===== src/sens_parallel12_consts.svh =====
/* addresses, register offsets and set/clear field positions of the sensor port.
   each control field is a 2-bit pair: 11 sets, 10 clears, 0x keeps */
`ifndef SENS_PARALLEL12_CONSTS_SVH
`define SENS_PARALLEL12_CONSTS_SVH

`define SENS_IO_ADDR          16'h330 // block base on the command bus
`define SENS_IO_ADDR_MASK     16'h3f8 // eight local registers

`define SENS_REG_CTRL         3'd0 // reset pins
`define SENS_REG_STATUS       3'd1 // status mode and sequence
`define SENS_REG_JTAG         3'd2 // external fpga programming
`define SENS_REG_WIDTH        3'd3 // line width, 0 passes hact

`define SENS_CTRL_MRST        0
`define SENS_CTRL_ARST        2
`define SENS_CTRL_ARO         4

`define SENS_JTAG_TDI         0
`define SENS_JTAG_TMS         2
`define SENS_JTAG_TCK         4
`define SENS_JTAG_PROG        6
`define SENS_JTAG_PGMEN       8

`define SENS_CMD_BYTES        6  // AL AH D0 D1 D2 D3
`define SENS_LINE_WIDTH_BITS  16
`define SENS_PXD_BITS         12
`define SENS_STATUS_REG_ADDR  8'h31 // first byte of every status packet

`endif


===== src/sens_parallel12_pkg.sv =====
/* shared types of the sensor port; widths come from the consts header */
`include "sens_parallel12_consts.svh"

package sens_parallel12_pkg;

    typedef logic [2:0]                       sens_addr_t;  // local register offset
    typedef logic [31:0]                      sens_data_t;  // command data word
    typedef logic [`SENS_LINE_WIDTH_BITS-1:0] line_width_t;
    typedef logic [`SENS_PXD_BITS-1:0]        pxd_t;

    typedef struct packed {
        logic xfpga_done; // mrst pin read back as DONE
        logic xfpga_tdo;  // pxd[1] in programming mode
        logic senspgm_in; // program pin probe
    } status_payload_t;

    // value 2 is not decoded and behaves as off
    typedef enum logic [1:0] {
        STATUS_OFF    = 2'd0,
        STATUS_SINGLE = 2'd1,
        STATUS_AUTO   = 2'd3
    } status_mode_e;

endpackage


===== src/sens_pad_ctrl_if.sv =====
/* pin-control levels from the register block to the pad mux, all mclk registered */
`timescale 1ns/100ps

interface sens_pad_ctrl_if;

    logic imrst;      // sensor MRST level
    logic iarst;      // sensor ARST level
    logic iaro;       // sensor ARO level
    logic xpgmen;     // external fpga programming mode
    logic xfpga_prog; // PROG_B to the fpga
    logic xfpga_tck;
    logic xfpga_tms;
    logic xfpga_tdi;

    modport regs (output imrst, iarst, iaro, xpgmen, xfpga_prog, xfpga_tck, xfpga_tms, xfpga_tdi);
    modport pads (input  imrst, iarst, iaro, xpgmen, xfpga_prog, xfpga_tck, xfpga_tms, xfpga_tdi);

endinterface


===== src/sens_cmd_deser.sv =====
/* byte-serial command receiver: stb comes with AL only, a new stb restarts assembly.
   cmd_we_o pulses one cycle after D3 is sampled, outputs hold until the next write */
`timescale 1ns/100ps
`include "sens_parallel12_consts.svh"

module sens_cmd_deser (
    input  logic                           mclk,
    input  logic                           rst,
    input  logic [7:0]                     cmd_ad_i,   // AL AH D0 D1 D2 D3
    input  logic                           cmd_stb_i,  // with AL
    output sens_parallel12_pkg::sens_addr_t cmd_a_o,
    output sens_parallel12_pkg::sens_data_t cmd_data_o,
    output logic                           cmd_we_o
);

    localparam int SR_BITS = 8 * `SENS_CMD_BYTES;

    logic [SR_BITS-1:0] sr;   // newest byte enters at the top
    logic [2:0]         cnt;  // bytes taken so far, 0 when idle
    logic               done; // full command in sr
    logic               addr_hit;

    assign addr_hit = (sr[15:0] & `SENS_IO_ADDR_MASK) == (`SENS_IO_ADDR & `SENS_IO_ADDR_MASK);

    always_ff @(posedge mclk) begin
        if (cmd_stb_i || (cnt != 3'd0)) begin
            sr <= {cmd_ad_i, sr[SR_BITS-1:8]}; // after six bytes AL sits at [7:0]
        end
        if (done) begin
            cmd_a_o    <= sr[2:0];         // low address bits select the register
            cmd_data_o <= sr[SR_BITS-1:16];
        end
    end

    always_ff @(posedge mclk or posedge rst) begin
        if (rst) begin
            cnt      <= '0;
            done     <= 1'b0;
            cmd_we_o <= 1'b0;
        end else begin
            if (cmd_stb_i) begin
                cnt <= 3'd1;                       // restart on any stb
            end else if (cnt == 3'(`SENS_CMD_BYTES - 1)) begin
                cnt <= 3'd0;                       // D3 taken
            end else if (cnt != 3'd0) begin
                cnt <= cnt + 3'd1;
            end
            done     <= !cmd_stb_i && (cnt == 3'(`SENS_CMD_BYTES - 1));
            cmd_we_o <= done && addr_hit;          // other blocks ignored
        end
    end

endmodule


===== src/sens_io_regs.sv =====
/* register decode: strobes one cycle after we, pin levels one more, width after two.
   a width of zero selects the sensor hact as is */
`timescale 1ns/100ps
`include "sens_parallel12_consts.svh"

module sens_io_regs (
    input  logic                             mclk,
    input  logic                             rst,
    input  sens_parallel12_pkg::sens_addr_t  cmd_a_i,
    input  sens_parallel12_pkg::sens_data_t  cmd_data_i,
    input  logic                             cmd_we_i,
    sens_pad_ctrl_if.regs                    pad,
    output sens_parallel12_pkg::line_width_t line_width_m1_o, // regenerated hact length - 1
    output logic                             line_internal_o, // 1: regenerate hact
    output logic                             set_status_o,
    output logic [7:0]                       status_wd_o
);

    sens_parallel12_pkg::sens_data_t data_r; // last written word
    logic                            set_ctrl_r;
    logic                            set_jtag_r;
    logic [1:0]                      set_width_r; // two stages before the width lands

    // 11 sets, 10 clears, 0x keeps
    function automatic logic set_clr(input logic cur, input logic [1:0] code);
        return code[1] ? code[0] : cur;
    endfunction

    assign status_wd_o = data_r[7:0];

    always_ff @(posedge mclk) begin
        if (cmd_we_i) data_r <= cmd_data_i;
    end

    always_ff @(posedge mclk or posedge rst) begin
        if (rst) begin
            set_ctrl_r   <= 1'b0;
            set_jtag_r   <= 1'b0;
            set_status_o <= 1'b0;
            set_width_r  <= '0;
        end else begin
            set_ctrl_r   <= cmd_we_i && (cmd_a_i == `SENS_REG_CTRL);
            set_jtag_r   <= cmd_we_i && (cmd_a_i == `SENS_REG_JTAG);
            set_status_o <= cmd_we_i && (cmd_a_i == `SENS_REG_STATUS);
            set_width_r  <= {set_width_r[0], cmd_we_i && (cmd_a_i == `SENS_REG_WIDTH)};
        end
    end

    always_ff @(posedge mclk or posedge rst) begin
        if (rst) begin
            pad.imrst      <= 1'b0;
            pad.iarst      <= 1'b0;
            pad.iaro       <= 1'b0;
            pad.xpgmen     <= 1'b0;
            pad.xfpga_prog <= 1'b0;
            pad.xfpga_tck  <= 1'b0;
            pad.xfpga_tms  <= 1'b0;
            pad.xfpga_tdi  <= 1'b0;
        end else begin
            if (set_ctrl_r) begin
                pad.imrst <= set_clr(pad.imrst, data_r[`SENS_CTRL_MRST +: 2]);
                pad.iarst <= set_clr(pad.iarst, data_r[`SENS_CTRL_ARST +: 2]);
                pad.iaro  <= set_clr(pad.iaro,  data_r[`SENS_CTRL_ARO  +: 2]); // own enable
            end
            if (set_jtag_r) begin
                pad.xpgmen     <= set_clr(pad.xpgmen,     data_r[`SENS_JTAG_PGMEN +: 2]);
                pad.xfpga_prog <= set_clr(pad.xfpga_prog, data_r[`SENS_JTAG_PROG  +: 2]);
                pad.xfpga_tck  <= set_clr(pad.xfpga_tck,  data_r[`SENS_JTAG_TCK   +: 2]);
                pad.xfpga_tms  <= set_clr(pad.xfpga_tms,  data_r[`SENS_JTAG_TMS   +: 2]);
                pad.xfpga_tdi  <= set_clr(pad.xfpga_tdi,  data_r[`SENS_JTAG_TDI   +: 2]);
            end
        end
    end

    always_ff @(posedge mclk or posedge rst) begin
        if (rst) begin
            line_width_m1_o <= '0;
            line_internal_o <= 1'b0;
        end else if (set_width_r[1]) begin
            line_width_m1_o <= data_r[`SENS_LINE_WIDTH_BITS-1:0] - 1'b1;
            line_internal_o <= |data_r[`SENS_LINE_WIDTH_BITS-1:0]; // zero tested on 16 bits
        end
    end

endmodule


===== src/sens_pad_mux.sv =====
/* sensor reset pins shared with fpga JTAG while xpgmen is high; pins follow levels
   combinationally. after programming the senspgm pin level is kept as a forced drive */
`timescale 1ns/100ps

module sens_pad_mux (
    input  logic                                 mclk,
    input  logic                                 rst,
    sens_pad_ctrl_if.pads                        pad,
    input  logic                                 mrst_i,       // DONE in programming mode
    output logic                                 mrst_o,
    output logic                                 mrst_oe_o,
    output logic                                 arst_o,
    output logic                                 aro_o,
    input  logic                                 senspgm_i,
    output logic                                 senspgm_o,
    output logic                                 senspgm_oe_o,
    output logic                                 pxd0_o,       // TDI in programming mode
    output logic                                 pxd0_oe_o,
    input  logic                                 pxd1_i,       // TDO in programming mode
    output sens_parallel12_pkg::status_payload_t payload_o
);

    logic [1:0] xpgmen_d;      // xpgmen history, 2'b10 marks the fall
    logic       force_senspgm; // probed pin level kept after programming

    assign aro_o     = pad.xpgmen ? pad.xfpga_tck : pad.iaro;
    assign arst_o    = pad.xpgmen ? pad.xfpga_tms : pad.iarst;
    assign mrst_o    = pad.imrst;
    assign mrst_oe_o = ~pad.xpgmen; // released to read DONE
    assign pxd0_o    = pad.xfpga_tdi;
    assign pxd0_oe_o = pad.xpgmen;

    assign senspgm_o    = pad.xpgmen ? ~pad.xfpga_prog : force_senspgm;
    assign senspgm_oe_o = pad.xpgmen | force_senspgm;

    assign payload_o.xfpga_done = mrst_i;
    assign payload_o.xfpga_tdo  = pxd1_i;
    assign payload_o.senspgm_in = senspgm_i;

    always_ff @(posedge mclk or posedge rst) begin
        if (rst) begin
            xpgmen_d      <= '0;
            force_senspgm <= 1'b0;
        end else begin
            xpgmen_d <= {xpgmen_d[0], pad.xpgmen};
            if (xpgmen_d == 2'b10) force_senspgm <= senspgm_i; // pin left floating then
        end
    end

endmodule


===== src/sens_hact_regen.sv =====
/* two-stage pixel bus sampling; hact either passes through or is regenerated
   with the programmed width, starting on each sampled rising edge */
`timescale 1ns/100ps

module sens_hact_regen (
    input  logic                             mclk,
    input  logic                             rst,
    input  sens_parallel12_pkg::pxd_t        pxd_i,
    input  logic                             vact_i,
    input  logic                             hact_i,
    input  sens_parallel12_pkg::line_width_t line_width_m1_i,
    input  logic                             line_internal_i,
    output sens_parallel12_pkg::pxd_t        pxd_o,
    output logic                             vact_o,
    output logic                             hact_o
);

    sens_parallel12_pkg::pxd_t        pxd_r;  // input stage
    logic                             vact_r;
    logic                             hact_r; // sampled hact
    logic                             hact_d; // for edge detect
    sens_parallel12_pkg::line_width_t hact_cntr;

    always_ff @(posedge mclk) begin
        pxd_r <= pxd_i;
        pxd_o <= pxd_r;
    end

    always_ff @(posedge mclk or posedge rst) begin
        if (rst) begin
            vact_r    <= 1'b0;
            vact_o    <= 1'b0;
            hact_r    <= 1'b0;
            hact_d    <= 1'b0;
            hact_o    <= 1'b0;
            hact_cntr <= '0;
        end else begin
            vact_r <= vact_i;
            vact_o <= vact_r;
            hact_r <= hact_i;
            hact_d <= hact_r;
            if (hact_r && !hact_d) begin
                hact_o    <= 1'b1;            // line start
                hact_cntr <= line_width_m1_i;
            end else begin
                if (line_internal_i ? (hact_cntr == '0) : !hact_r) hact_o <= 1'b0;
                if (hact_o) hact_cntr <= hact_cntr - 1'b1;
            end
        end
    end

endmodule


===== src/sens_status_gen.sv =====
/* status packets: address byte 'h31 between packets, then {seq, payload} after start.
   rq holds until start is seen; single mode sends once, auto on each payload change */
`timescale 1ns/100ps
`include "sens_parallel12_consts.svh"

module sens_status_gen (
    input  logic                                 mclk,
    input  logic                                 rst,
    input  logic                                 set_status_i,
    input  logic [7:0]                           status_wd_i,  // [1:0] mode, [6:2] seq
    input  sens_parallel12_pkg::status_payload_t payload_i,
    output logic [7:0]                           status_ad_o,
    output logic                                 status_rq_o,
    input  logic                                 status_start_i
);

    sens_parallel12_pkg::status_mode_e    mode;
    logic [4:0]                           seq;
    sens_parallel12_pkg::status_payload_t sent;      // payload of the last packet
    logic [7:0]                           data_byte;
    logic                                 data_phase; // cycle after start
    logic                                 start_edge;
    logic                                 new_mode;
    logic                                 need;

    assign start_edge = status_rq_o && status_start_i;
    assign new_mode   = set_status_i && (status_wd_i[0] == 1'b1); // single or auto, once on entry
    // auto compare is idle while a request is pending
    assign need = new_mode ||
                  ((mode == sens_parallel12_pkg::STATUS_AUTO) && !status_rq_o &&
                   (payload_i != sent));

    assign status_ad_o = data_phase ? data_byte : `SENS_STATUS_REG_ADDR;

    always_ff @(posedge mclk) begin
        if (start_edge) data_byte <= {seq, payload_i}; // payload latched on start
    end

    always_ff @(posedge mclk or posedge rst) begin
        if (rst) begin
            mode        <= sens_parallel12_pkg::STATUS_OFF;
            seq         <= '0;
            sent        <= '0;
            status_rq_o <= 1'b0;
            data_phase  <= 1'b0;
        end else begin
            status_rq_o <= need || (status_rq_o && !status_start_i);
            data_phase  <= start_edge;
            if (start_edge) sent <= payload_i;
            if (set_status_i) begin
                mode <= sens_parallel12_pkg::status_mode_e'(status_wd_i[1:0]); // 2 acts as off
                seq  <= status_wd_i[6:2];
            end else if (start_edge && (mode == sens_parallel12_pkg::STATUS_SINGLE)) begin
                mode <= sens_parallel12_pkg::STATUS_OFF;
            end
        end
    end

endmodule


===== src/sens_parallel12.sv =====
/* control side of a 12-bit parallel sensor port on mclk; tristate pads are split
   into _o, _oe_o and _i, the pixel bus is sampled on mclk */
`timescale 1ns/100ps

module sens_parallel12 (
    input  logic                      mclk,
    input  logic                      rst,
    input  logic [7:0]                cmd_ad_i,
    input  logic                      cmd_stb_i,
    output logic [7:0]                status_ad_o,
    output logic                      status_rq_o,
    input  logic                      status_start_i,
    input  logic                      mrst_i,
    output logic                      mrst_o,
    output logic                      mrst_oe_o,
    output logic                      arst_o,
    output logic                      aro_o,
    input  logic                      senspgm_i,
    output logic                      senspgm_o,
    output logic                      senspgm_oe_o,
    output logic                      pxd0_o,
    output logic                      pxd0_oe_o,
    input  sens_parallel12_pkg::pxd_t pxd_i,
    input  logic                      vact_i,
    input  logic                      hact_i,
    output sens_parallel12_pkg::pxd_t pxd_o,
    output logic                      vact_o,
    output logic                      hact_o
);

    sens_parallel12_pkg::sens_addr_t      cmd_a;
    sens_parallel12_pkg::sens_data_t      cmd_data;
    logic                                 cmd_we;
    sens_parallel12_pkg::line_width_t     line_width_m1;
    logic                                 line_internal;
    logic                                 set_status;
    logic [7:0]                           status_wd;
    sens_parallel12_pkg::status_payload_t payload;

    sens_pad_ctrl_if pad_if ();

    sens_cmd_deser cmd_deser_i (
        .mclk, .rst, .cmd_ad_i, .cmd_stb_i,
        .cmd_a_o (cmd_a), .cmd_data_o (cmd_data), .cmd_we_o (cmd_we)
    );

    sens_io_regs io_regs_i (
        .mclk, .rst, .cmd_a_i (cmd_a), .cmd_data_i (cmd_data), .cmd_we_i (cmd_we),
        .pad (pad_if.regs),
        .line_width_m1_o (line_width_m1), .line_internal_o (line_internal),
        .set_status_o (set_status), .status_wd_o (status_wd)
    );

    sens_pad_mux pad_mux_i (
        .mclk, .rst, .pad (pad_if.pads),
        .mrst_i, .mrst_o, .mrst_oe_o, .arst_o, .aro_o,
        .senspgm_i, .senspgm_o, .senspgm_oe_o, .pxd0_o, .pxd0_oe_o,
        .pxd1_i (pxd_i[1]), // TDO shares the pixel bus
        .payload_o (payload)
    );

    sens_hact_regen hact_regen_i (
        .mclk, .rst, .pxd_i, .vact_i, .hact_i,
        .line_width_m1_i (line_width_m1), .line_internal_i (line_internal),
        .pxd_o, .vact_o, .hact_o
    );

    sens_status_gen status_gen_i (
        .mclk, .rst, .set_status_i (set_status), .status_wd_i (status_wd),
        .payload_i (payload), .status_ad_o, .status_rq_o, .status_start_i
    );

endmodule


===== config.mk =====
export PLATFORM = sky130hd
export DESIGN_NAME = sens_parallel12
export DESIGN_NICKNAME = d
export VERILOG_FILES = /design/src/sens_parallel12_pkg.sv /design/src/sens_pad_ctrl_if.sv /design/src/sens_cmd_deser.sv /design/src/sens_io_regs.sv /design/src/sens_pad_mux.sv /design/src/sens_hact_regen.sv /design/src/sens_status_gen.sv /design/src/sens_parallel12.sv
export VERILOG_INCLUDE_DIRS = /design/src
export SDC_FILE = /design/constraint.sdc
export NUM_CORES = 1
export LEC_CHECK = 0
export ABC_AREA = 1
export ABC_CLOCK_PERIOD_IN_PS = 2550
export BUFFER_PORTS_ARGS = -buffer_cell sky130_fd_sc_hd__buf_2
export CAP_MARGIN = 10
export CORE_ASPECT_RATIO = 1.4
export CORE_MARGIN = 1
export CORE_UTILIZATION = 55
export CTS_CLUSTER_DIAMETER = 150
export DETAILED_ROUTE_END_ITERATION = 8
export PLACE_DENSITY_LB_ADDON = 0.15
export RECOVER_POWER = 100
export REMOVE_ABC_BUFFERS = 1
export SETUP_SLACK_MARGIN = 0.15
export SYNTH_ARGS = -nofsm -noshare
export SYNTH_HDL_FRONTEND = slang
export SYNTH_SLANG_ARGS = --single-unit

===== constraint.sdc =====
create_clock -name mclk -period 2.55 [get_ports mclk]
set_input_delay 0.1275 -clock mclk [delete_from_list [all_inputs] [get_ports mclk]]
set_output_delay 0.1275 -clock mclk [all_outputs]
set_load 0.1 [all_outputs]

### After elaboration in Yosys (flattened, before gate mapping)

Cells that the tools add are included.

* bits in registers: 186
* bits in latches: 0
* RAM bits: 0
* ROM bits: 0
* bits of input ports: 28
* output and inout bits: 31
* logic and storage cells: 105
* memories kept: 0

* $add $sub $neg: 3
* multipliers: 0
* divide/modulo/power cells: 0
* magnitude comparators: 0
* equality and inequality tests: 9
* shift-type cells: 0
* multiplexer cells: 14
* bitwise logic cells: 3
* reduce and logical (&&, ||, !) cells: 37

Operators by type and width (number)
* $mux 16: 2
* $sub 16x1->16 const B: 2
* $logic_not 16->1: 1
* $reduce_and 2->1: 8
* $reduce_or 16->1: 1
* $logic_and 1x1->1: 13
* $mux 3: 3
* $mux 8: 1
* $eq 7x7->1 const B: 1
* $eq 3x2->1 const B: 2
* $mux 1: 6
* $reduce_bool 2->1: 3
* $reduce_bool 3->1: 2
* $logic_not 1->1: 5
* $eq 2x2->1 const B: 2
* $mux 2: 2
* $add 3x1->3 const B: 1
* $eq 3x1->1 const B: 1
* $eq 3x3->1 const B: 1
* $logic_not 3->1: 1
* $logic_or 1x1->1: 3
* $ne 3x3->1: 1
* $eq 2x1->1 const B: 1
* $not 1->1: 2
* $or 1x1->1: 1

### Depth between registers and ports, before layout

Gate-level depths: netlist of run 1.

* depth after elaboration: 5
* depth in mapped cells: 9
* mapped depth without buffers: 9

### By module

Synthesis of run 1 repeated with hierarchy kept, for this count alone.

* cell total of the unflattened synthesis: 664
* area total of the unflattened synthesis: 7659.8 um2

By module, submodules not included
* sens_cmd_deser: times used 1, cells each 116, area an instance 2726.4 um2, seq. area each 2617.5 um2
* sens_io_regs: times used 1, cells each 217, area an instance 2082.0 um2, seq. area each 1231.2 um2
* sens_hact_regen: times used 1, cells each 218, area an instance 1833.0 um2, seq. area each 1006.0 um2
* sens_status_gen: times used 1, cells each 88, area an instance 833.3 um2, seq. area each 540.5 um2
* sens_pad_mux: times used 1, cells each 25, area an instance 185.2 um2, seq. area each 75.1 um2

### Worst setup path after synthesis of run 1

No wires, ideal clock.

* path kind: register to output
* from: register io_regs_i.pad.xpgmen
* to: output senspgm_o
* arrival time: 3.824 ns
* required time: 2.423 ns
* slack: -1.401 ns
* cell stages (with the launch flop): 3
* path buffers: 0
* cells stage by stage: dfrtp_1 or2_2 a21boi_0

* longest elaborated chain between the ends: 1

Ends and longest elaborated chain
* from (decl): RTL line sens_pad_ctrl_if.sv:15 `modport regs (output imrst, iarst, iaro, xpgmen, xfpga_prog, xfpga_tck, xfpga_tms, xfpga_tdi);`
* from (signal assigned): RTL line sens_io_regs.sv:66 `` pad.xpgmen <= set_clr(pad.xpgmen, data_r[`SENS_JTAG_PGMEN +: 2]); ``
* $mux 1: RTL line sens_pad_mux.sv:33 `assign senspgm_o = pad.xpgmen ? ~pad.xfpga_prog : force_senspgm;`
* to (decl): RTL line sens_parallel12.sv:19 `output logic senspgm_o,`

No other way between the ends.

### Worst setup path in the final report of run 1

* from: register io_regs_i.pad.xpgmen
* to: output arst_o

* longest elaborated chain between the ends: 1

Ends and longest elaborated chain
* $mux 1: RTL line sens_pad_mux.sv:27 `assign arst_o = pad.xpgmen ? pad.xfpga_tms : pad.iarst;`
* to (decl): RTL line sens_parallel12.sv:16 `output logic arst_o,`

No other way between the ends.

==> results of run 1 <==
==> worst register-to-register path: stages (launching register included) <==
cell      delay, ns
dfrtp_1        0.38
inv_1          0.08
nor2_1         0.78
nor2_4         0.21
inv_1          0.21
o221ai_1       0.12
==> layout make-up <==
cell class                 count  area (um^2)
sequential                   186         4990
fill                         982         4190
multi-input combinational    333         1590
timing repair buffer          89        556.8
clock buffer                  20        436.7
inverter                      67        251.5
tap                          150        187.7
clock inverter                12        108.9
==> cell usage in the layout, fill, tap and decap left out, drive strengths merged, types with 24 or more instances in the layout <==
| cell type | count |
|---|---|
| dfxtp | 24 |
| dlygate4sd3 | 27 |
| nand3 | 32 |
| edfxtp | 91 |
| dfrtp | 71 |
| inv | 72 |
| clkbuf | 54 |
| nor2 | 67 |
| nand2 | 147 |
| buf | 28 |
==> sequential cells by signal (all words and copies together), names as in the netlist, 2 cells and up <==
| register | cells |
|---|---|
| cmd_deser_i.sr | 48 |
| cmd_deser_i.cmd_data_o | 16 |
| hact_regen_i.hact_cntr | 16 |
| io_regs_i.data_r | 16 |
| io_regs_i.line_width_m1_o | 16 |
| hact_regen_i.pxd_o | 12 |
| hact_regen_i.pxd_r | 12 |
| status_gen_i.data_byte | 8 |
| status_gen_i.seq | 5 |
| cmd_deser_i.cmd_a_o | 3 |
| cmd_deser_i.cnt | 3 |
| status_gen_i.sent | 3 |
| io_regs_i.set_width_r | 2 |
| pad_mux_i.xpgmen_d | 2 |
| status_gen_i.mode | 2 |
==> cells by family after synthesis <==
logic type,after synthesis,share of synthesized area
compound gates,57,0.04790
xor+xnor,8,0.01012
fa+ha+maj,3,0.005424
buf+inv,77,0.04718
flops,186,0.7209
simple gates,265,0.1685
==> metrics by stage <==
| stage | cell area [um^2] | util | cells | hold slack [ns] |
|---|---|---|---|---|
| 2_1_floorplan | 6847 | - | 586 | 0.1552 |
| 3_3_place_gp | 7370 | 0.5986 | 798 | 0.2295 |
| 3_5_place_dp | 7370 | 0.5986 | 798 | 0.2311 |
| 4_1_cts | 8185 | 0.6648 | 857 | 0.3180 |
| 5_1_grt | 8122 | 0.6597 | 857 | 0.3229 |
| 6_report | 8122 | 0.6597 | 857 | 0.3291 |
==> routing by layer <==
metal  vias up  wire (um)  track usage
li1       2161          -            -
met1      2035       4908       0.2215
met2       100       6413       0.3447
met3        22        343      0.04814
met4         0        425       0.1177
met5         -          0            0
==> power by group <==
| group | internal, uW | switching [uW] |
|---|---|---|
| clock | 1280 | 1140 |
| sequential | 3470 | 194 |
| combinational | 384 | 778 |
==> final timing paths <==
kind	start	end	slack [ns]	cells past startpoint
hold reg to reg	hact_regen_i.pxd_r[10]	hact_regen_i.pxd_o[10]	0.33	0
max in group asynchronous	rst	hact_regen_i.hact_cntr[6]	1.89	4
setup reg to reg	hact_regen_i.hact_r	hact_regen_i.hact_cntr[1]	0.65	5
setup / recovery	io_regs_i.pad.xpgmen	arst_o	0.48	4
hold / removal	hact_regen_i.pxd_r[10]	hact_regen_i.pxd_o[10]	0.33	0
min in group asynchronous	rst	status_gen_i.data_phase	0.36	4
==> what timing repair did <==
action	in CTS	in global routing
resized for setup	0	0
hold buffers	27	0
hold endpoints to repair	102	0
==> flow_summary.yaml, run 1 <==
outcome:
  status: "completed"
timing:
  fmax_mhz: 482.1
  max_slew_margin: 0.2198
  finalCriticalPeriod_ns: 2.074
  maxSlewViolCount: 0
  post-route-period-util: 0.8134
  fin_tns_setup_ns: 0
  fin_ws_ns: 0.4758
  skew_ns: 0.008937
  setup_violations: 0
  finalHoldViolCount: 0
  tightest_slew_ns: 1.175
  rsz0062_at_grt: "false"
worst_setup_path:
  startpoint_type: "flop"
  critPathArrivalTime_ns: 1.95
  crit_required_ns: 2.42
  criticalPathCategory: "flop to output port"
  cpMostUsedCell: "nand2_1"
  crit_slowest_cell: "clkbuf_1"
  crit_chain: "inv_1 > nand2_1 > nand2_1 > clkbuf_1"
  end_kind: "output port"
  cp_top_family: "buffers and inverters"
  cp_max_fo: 7
  cp_num_buf_inv: 2
  slowest_delay_ns: 0.86
logic_synthesis:
  synth_common_cells: "143 x nand2_1, 91 x edfxtp_1, 71 x dfrtp_1"
  ys_types: 36
  syn-mean-instance-area_um2: 11.61
  yosysWarnings: 0
  synthCells: 596
  async_flop_share: 0.3817
  synth.ff_latch_count: 186
  synth_flop_cell: "edfxtp_1"
  synth_seq_area_share: 0.7209
  syn-cell-area_um2: 6922
  synth.largest_area_cell: "edfxtp_1"
  synth_most_common_cell: "nand2_1"
  synth_edf_count: 91
  netlist.area_leader.share: 0.3948
  yosys-top-cells-area: "edfxtp_1 39%, dfrtp_1 26%, nand2_1 7.8%"
floorplan:
  core_um2: 12310
  pin_count: 59
  num_rows: 48
  initial_core_util: 0.5622
  die-area_um2: 13040
  dieHeight_um: 134.7
  die_w_um: 96.81
global_routing:
  grt_max_degree: 72
  overflow: 0
  grt_pass1_vias: 4223
  track_usage: 0.1983
  grt_pass1_wl_um: 19870
  antenna_found_initial: 0
detailed_routing:
  wl_per_cell_um: 14.11
  drt_iter0_markers: 250
  routed_wirelength_um: 12090
  via_count: 4318
  dr.pass1.iters: 4
  drcViolationCount: 0
  drt-vias-per-instance: 5.039
  ant_nets: 0
pwr:
  finalPower_uw: 7254
  powerDensity_nw_per_um2: 893.1
  irDropWorstVdd_uv: 506.4
  leakagePower_uw: 0.003507
cells_and_area:
  fin_nets: 725
  diodes: 0
  layout-drive-gt1-share: 0.1061
  layout-area-overhead-vs-synth_pct: 17.34
clocking:
  clock_latency_ns: 0.42
  clock_sinks: 186
  htreeDepth: 4
  ctsLongestPathBuffers: 2
  cts_tree: "done"
  clock-root-buffer: "clkbuf_16"
  cts_buffers: 17
  post_cts_buffers: 0
  cts.clk_slew.worst_paths_ns: 0.07
placed_design:
  gp_congestion: 0.8582
  hpwlAfterDp_um: 8273
  portBuffers: 58
  dp_slack_ns: 1.014
hold_path:
  hold_path.class: "flop to flop"
job:
  drv_cap: 0
(Power assumes the default switching activity.)
==> run 2: changes to the inputs <==
--- a/config.mk
+++ b/config.mk
@@ -7,7 +7,7 @@
 export NUM_CORES = 1
 export LEC_CHECK = 0
 export ABC_AREA = 1
-export ABC_CLOCK_PERIOD_IN_PS = 2550
+export ABC_CLOCK_PERIOD_IN_PS = 2100
 export BUFFER_PORTS_ARGS = -buffer_cell sky130_fd_sc_hd__buf_2
 export CAP_MARGIN = 10
 export CORE_ASPECT_RATIO = 1.4
==> constraint.sdc (replaced) <==
create_clock -name mclk -period 2.1 [get_ports mclk]
set_input_delay 0.105 -clock mclk [delete_from_list [all_inputs] [get_ports mclk]]
set_output_delay 0.105 -clock mclk [all_outputs]
set_load 0.1 [all_outputs]
==> flow_summary.yaml, run 2 (synthesis results as in run 1) <==
outcome:
  status: "completed"
placed_design:
  placed_cells: 799
  gp_congestion: 0.8480
  portBuffers: 58
  hpwlAfterDp_um: 8478
floorplan:
  core_um2: 12310
  die_w_um: 96.81
  die-area_um2: 13040
  initial_core_util: 0.5622
  num_rows: 48
  dieHeight_um: 134.7
  pin_count: 59
clocking:
  htreeDepth: 4
  cts_tree: "done"
  clock_latency_ns: 0.43
  ctsResizeCount: 0
  ctsLongestPathBuffers: 2
  cts.clk_slew.worst_paths_ns: 0.07
  clock-root-buffer: "clkbuf_16"
  post_cts_buffers: 0
  cts_buffers: 17
  clock_sinks: 186
worst_setup_path:
  cp_max_fo: 5
  worstReg2RegStart: "hact_regen_i.hact_cntr[3]"
  crit_required_ns: 2.42
  startpoint: "hact_regen_i.hact_cntr[3]"
  end_kind: "flop"
  startpoint_type: "flop"
  criticalPathCategory: "flop to flop"
  critPathArrivalTime_ns: 2.14
detailed_routing:
  drt-vias-per-instance: 5.058
  drt_iter0_markers: 160
  routed.top_layer: "met4"
  wl_per_cell_um: 14.28
  wl_met1_um: 4886
  drcViolationCount: 0
  wl_met3_um: 355
  ant_nets: 0
  met2_wirelength_um: 6464
  via_count: 4340
  dr.pass1.iters: 5
  routed_wirelength_um: 12250
hold_path:
  worstHoldStart: "pxd_i[4]"
  hold_path.class: "input port to flop"
cells_and_area:
  nFillCells: 976
  final_cell_mix: "142 x nand2_1, 91 x edfxtp_1, 71 x dfrtp_1, 65 x inv_1, 59 x nor2_1"
  final_common_cell: "nand2_1"
  diodes: 0
  fin_cells: 858
  layout-area-overhead-vs-synth_pct: 17.61
  top_register: "cmd_deser_i.sr"
  multi_input_area_um2: 1568
  regArea_um2: 4990
  final_util: 0.6612
  fin_nets: 726
  layout-drive-gt1-share: 0.1229
  largest_reg_flops: 48
pwr:
  p_sw_uw: 2626
  irDropWorstVdd_uv: 870.0
  powerDensity_nw_per_um2: 1089
  clock_power_share: 0.345
  sw_frac_of_total: 0.2962
  intPower_uw: 6242
  leakagePower_uw: 0.003549
  seqPwrFrac: 0.501
  comb_power_share: 0.154
global_routing:
  grt_pass1_vias: 4306
  track_usage: 0.2008
  grt_max_degree: 72
  overflow: 0
  grt_pass1_wl_um: 20180
  antenna_found_initial: 0
timing:
  rsz0062_at_grt: "false"
  tightest_slew_ns: 1.180
  whs_ns: 0.3063
  post-route-period-util: 0.8647
  finalCriticalPeriod_ns: 1.816
  fmax_mhz: 550.7
  maxSlewViolCount: 0
  setup_violations: 0
  finalHoldViolCount: 0
  skew_ns: 0.01382
  max_slew_margin: 0.2166
job:
  drv_cap: 0
[run 2: changes by cell type in the layout (fill, tap and decap cells not counted), moves of 2 or more]
cell      delta
clkinv_8     +2
clkbuf_1    -14
clkbuf_2    +14
nor2_4       -3
inv_8        +2
nor2_1       +3
[run 2: final timing paths]
path / cells past startpoint / to / slack [ns]
min in group asynchronous: 4 / status_gen_i.data_phase / 0.55
max reg2reg: 8 / hact_regen_i.hact_cntr[13] / 0.28
min reg2reg: 0 / hact_regen_i.pxd_o[10] / 0.32
min: 2 / hact_regen_i.pxd_r[4] / 0.31
max: 8 / hact_regen_i.hact_cntr[13] / 0.28
max in group asynchronous: 4 / io_regs_i.line_width_m1_o[9] / 0.94
[run 2: metrics by stage]
stage	instance area [um^2]	setup WS [ns]	TNS, ns	power, uW
2_1_floorplan	6847	-1.829	-2.671	5551
3_3_place_gp	7390	0.6046	0	5896
3_5_place_dp	7390	0.5503	0	5929
4_1_cts	8239	0.3770	0	9025
5_1_grt	8140	0.2041	0	9302
6_report	8140	0.2842	0	8868
[run 2: metal layers]
metal  vias up  track usage
met3        40      0.04348
met1      2033       0.2248
li1       2166            -
met5         -            0
met2       101       0.3552
met4         0       0.1136
[run 2: power groups by stage]
stage / Sequential [uW] / Clock [uW] / Combinational [uW]
finish: 4440 / 3060 / 1360
floorplan: 4570 / 0 / 985
global route: 4490 / 3250 / 1570
CTS: 4450 / 3130 / 1450
global placement: 4510 / 0 / 1380
detailed placement: 4520 / 0 / 1410
[run 2: what timing repair did]
action	in CTS	in global routing
endpoints found under the hold margin	105	0
endpoints found under the setup margin	0	0
hold buffers	27	0
[run 2: critical path: stages, from the launching register on]
cell and delay (ns):
dfrtp_1 0.42, nor2_1 0.33, clkinv_1 0.16, nor2_1 0.49, nand2_1 0.10, nand2_1 0.07, nand2_1 0.04, nand2_1 0.05
nand2_1 0.05
[run 2: cell type report]
class                           instances  share of cell area
Timing Repair Buffer                   90             0.06932
Sequential cell                       186              0.6130
Tap cell                              150             0.02306
Clock buffer                           18             0.05272
Clock inverter                         14             0.01844
Multi-Input combinational cell        333              0.1926
Inverter                               67             0.03089
==> run 3: changes to the inputs <==
--- a/config.mk
+++ b/config.mk
@@ -6,13 +6,12 @@
 export SDC_FILE = /design/constraint.sdc
 export NUM_CORES = 1
 export LEC_CHECK = 0
-export ABC_AREA = 1
 export ABC_CLOCK_PERIOD_IN_PS = 2100
 export BUFFER_PORTS_ARGS = -buffer_cell sky130_fd_sc_hd__buf_2
 export CAP_MARGIN = 10
 export CORE_ASPECT_RATIO = 1.4
 export CORE_MARGIN = 1
-export CORE_UTILIZATION = 55
+export CORE_UTILIZATION = 50
 export CTS_CLUSTER_DIAMETER = 150
 export DETAILED_ROUTE_END_ITERATION = 8
 export PLACE_DENSITY_LB_ADDON = 0.15
@@ -22,3 +21,4 @@
 export SYNTH_ARGS = -nofsm -noshare
 export SYNTH_HDL_FRONTEND = slang
 export SYNTH_SLANG_ARGS = --single-unit
+export TNS_END_PERCENT = 1
==> flow_summary.yaml, run 3 <==
cells_and_area:
  nFillCells: 974
  final_common_cell: "edfxtp_1"
  top_register: "cmd_deser_i.sr"
  diodes: 0
  final_cell_mix: "91 x edfxtp_1, 71 x dfrtp_1, 38 x nand2_1, 32 x nor2_1, 26 x dlygate4sd3_1"
  final_util: 0.6174
  fin_nets: 571
  largest_reg_flops: 48
  layout-area-overhead-vs-synth_pct: 20.48
  layout-drive-gt1-share: 0.1863
  fin_cells: 706
detailed_routing:
  drt_iter0_markers: 161
  routed_wirelength_um: 10490
  via_count: 3615
  dr.pass1.iters: 4
  drt-vias-per-instance: 5.120
  ant_nets: 0
  drcViolationCount: 0
  wl_per_cell_um: 14.85
timing:
  maxSlewViolCount: 0
  finalHoldViolCount: 0
  rsz0062_at_grt: "false"
  max_slew_margin: 0.1005
  skew_ns: 0.008084
  whs_ns: 0.03483
  tightest_slew_ns: 1.349
  setup_violations: 0
  post-route-period-util: 0.9021
  fin_ws_ns: 0.2056
  fmax_mhz: 527.9
  finalCriticalPeriod_ns: 1.894
global_routing:
  overflow: 0
  top_usage_layer: "met2"
  antenna_found_initial: 0
  grt_pass1_wl_um: 16850
  grt_max_degree: 49
  grt_pass1_vias: 3545
  grt.met3_usage: 0.03907
  use_met1: 0.1918
  track_usage: 0.1655
  grt_use_met2: 0.2867
hold_path:
  whs_path_depth: 4
  worstHoldStart: "status_start_i"
  hold_end: "status_gen_i.mode[0]"
  hold_path.class: "input port to flop"
placed_design:
  placed_cells: 648
  gp_congestion: 0.8503
  portBuffers: 58
  hpwlAfterDp_um: 6980
  dp_slack_ns: 0.2349
logic_synthesis:
  netlist.area_leader.share: 0.4162
  synth.largest_area_cell: "edfxtp_1"
  yosysWarnings: 0
  synth_most_common_cell: "edfxtp_1"
  synth-compound-area-share: 0.04325
  synthAdderAreaFrac: 0.005716
  synth_edf_count: 91
  synth_top_family_by_area: "simple AND/OR/NAND/NOR gates"
  synth_simple_gate_area_frac: 0.1117
  synth_flop_cell: "edfxtp_1"
  synth_mux_area_frac: 0.03544
  synthCells: 437
  syn-mean-instance-area_um2: 15.03
  synth_seq_area_share: 0.7599
  ys_types: 44
  async_flop_share: 0.3817
  yosys-top-cells-area: "edfxtp_1 42%, dfrtp_1 27%, dfxtp_1 7.3%"
  syn-cell-area_um2: 6566
  synth_common_cells: "91 x edfxtp_1, 71 x dfrtp_1, 38 x nand2_1"
  synth_xor_area_frac: 0.03201
  synth.ff_latch_count: 186
worst_setup_path:
  reg2reg_slack_ns: 0.21
  cp_top_family: "compound AO/OA/AOI/OAI gates"
  criticalPathCategory: "flop to flop"
  worstRegToRegCells: 4
  cp_num_buf_inv: 0
  startpoint_type: "flop"
  startpoint: "hact_regen_i.hact_cntr[2]"
  worstReg2RegStart: "hact_regen_i.hact_cntr[2]"
  reg2reg_to: "hact_regen_i.hact_cntr[15]"
  cp_max_fo: 6
  crit_chain: "nor4b_4 > nand2_1 > o41a_1 > o31a_1"
  slowest_delay_ns: 0.45
  end_kind: "flop"
  crit_required_ns: 2.41
  crit_slowest_cell: "dfrtp_1"
  critPathArrivalTime_ns: 2.21
  path_depth: 4
floorplan:
  core_um2: 12810
  die-area_um2: 13600
  num_rows: 49
  dieHeight_um: 137.6
  die_w_um: 98.85
  pin_count: 59
  initial_core_util: 0.5124
clocking:
  cts.clk_slew.worst_paths_ns: 0.07
  clock_latency_ns: 0.42
  cts_buffers: 17
  cts_tree: "done"
  post_cts_buffers: 0
  clock_sinks: 186
  clock-root-buffer: "clkbuf_16"
  htreeDepth: 4
  ctsLongestPathBuffers: 2
pwr:
  finalPower_uw: 8474
  powerDensity_nw_per_um2: 1071
  leakagePower_uw: 0.003202
  irDropWorstVdd_uv: 582.9
outcome:
  status: "completed"
job:
  drv_cap: 0
run 3: report_power, final:
part	switching [uW]	leakage, uW	total [uW]	internal, uW
sequential	222	0.00204	4410	4190
clock	1420	0.000304	3200	1780
combinational	521	0.000853	862	341
run 3: metrics by stage:
step                cell area, um^2  setup TNS [ns]
CTS                            7973               0
floorplan                      6525          -2.465
detailed placement             7097               0
global route                   7911               0
global placement               7097               0
finish                         7911               0
run 3: kinds of logic after synthesis:
logic type / after synthesis
simple gates: 134
mux: 21
xor+xnor: 24
buf+inv: 20
compound gates: 49
fa+ha+maj: 3
flops: 186
run 3: final cells by class:
cell class	instances	area, um^2	area share
clock inverter	12	115.1	0.01455
tap	153	191.4	0.02420
clock buffer	20	500.5	0.06326
inverter	10	37.54	0.004745
timing repair buffer	94	580.6	0.07338
multi-input combinational	231	1496	0.1892
sequential	186	4990	0.6307
run 3: how the worst max path moves through the flow:
stage,end
4_1_cts,hact_regen_i.hact_cntr[15]
3_3_place_gp,hact_regen_i.hact_cntr[15]
3_5_place_dp,hact_regen_i.hact_cntr[15]
6_report,hact_regen_i.hact_cntr[15]
5_1_grt,hact_regen_i.hact_cntr[15]
2_1_floorplan,senspgm_o
run 3: tightest hold or removal path, delay by kind of cell:
kind / cells / cell delay (ns)
simple gates: 2 / 0.13
compound gates: 1 / 0.09
buf+inv: 1 / 0.09
run 3: routing by layer:
layer  routed length, um  vias to the layer above
li1                    -                     1781
met1                4328                     1739
met2                5654                       74
met3                 276                       21
met4                 226                        0
met5                   0                        -
run 3: what timing repair did:
action                                 in CTS  in global routing
hold buffers                               26                  0
endpoints found under the hold margin      46                  0
setup endpoints to repair                   0                  1
gates resized for setup                     0                  1
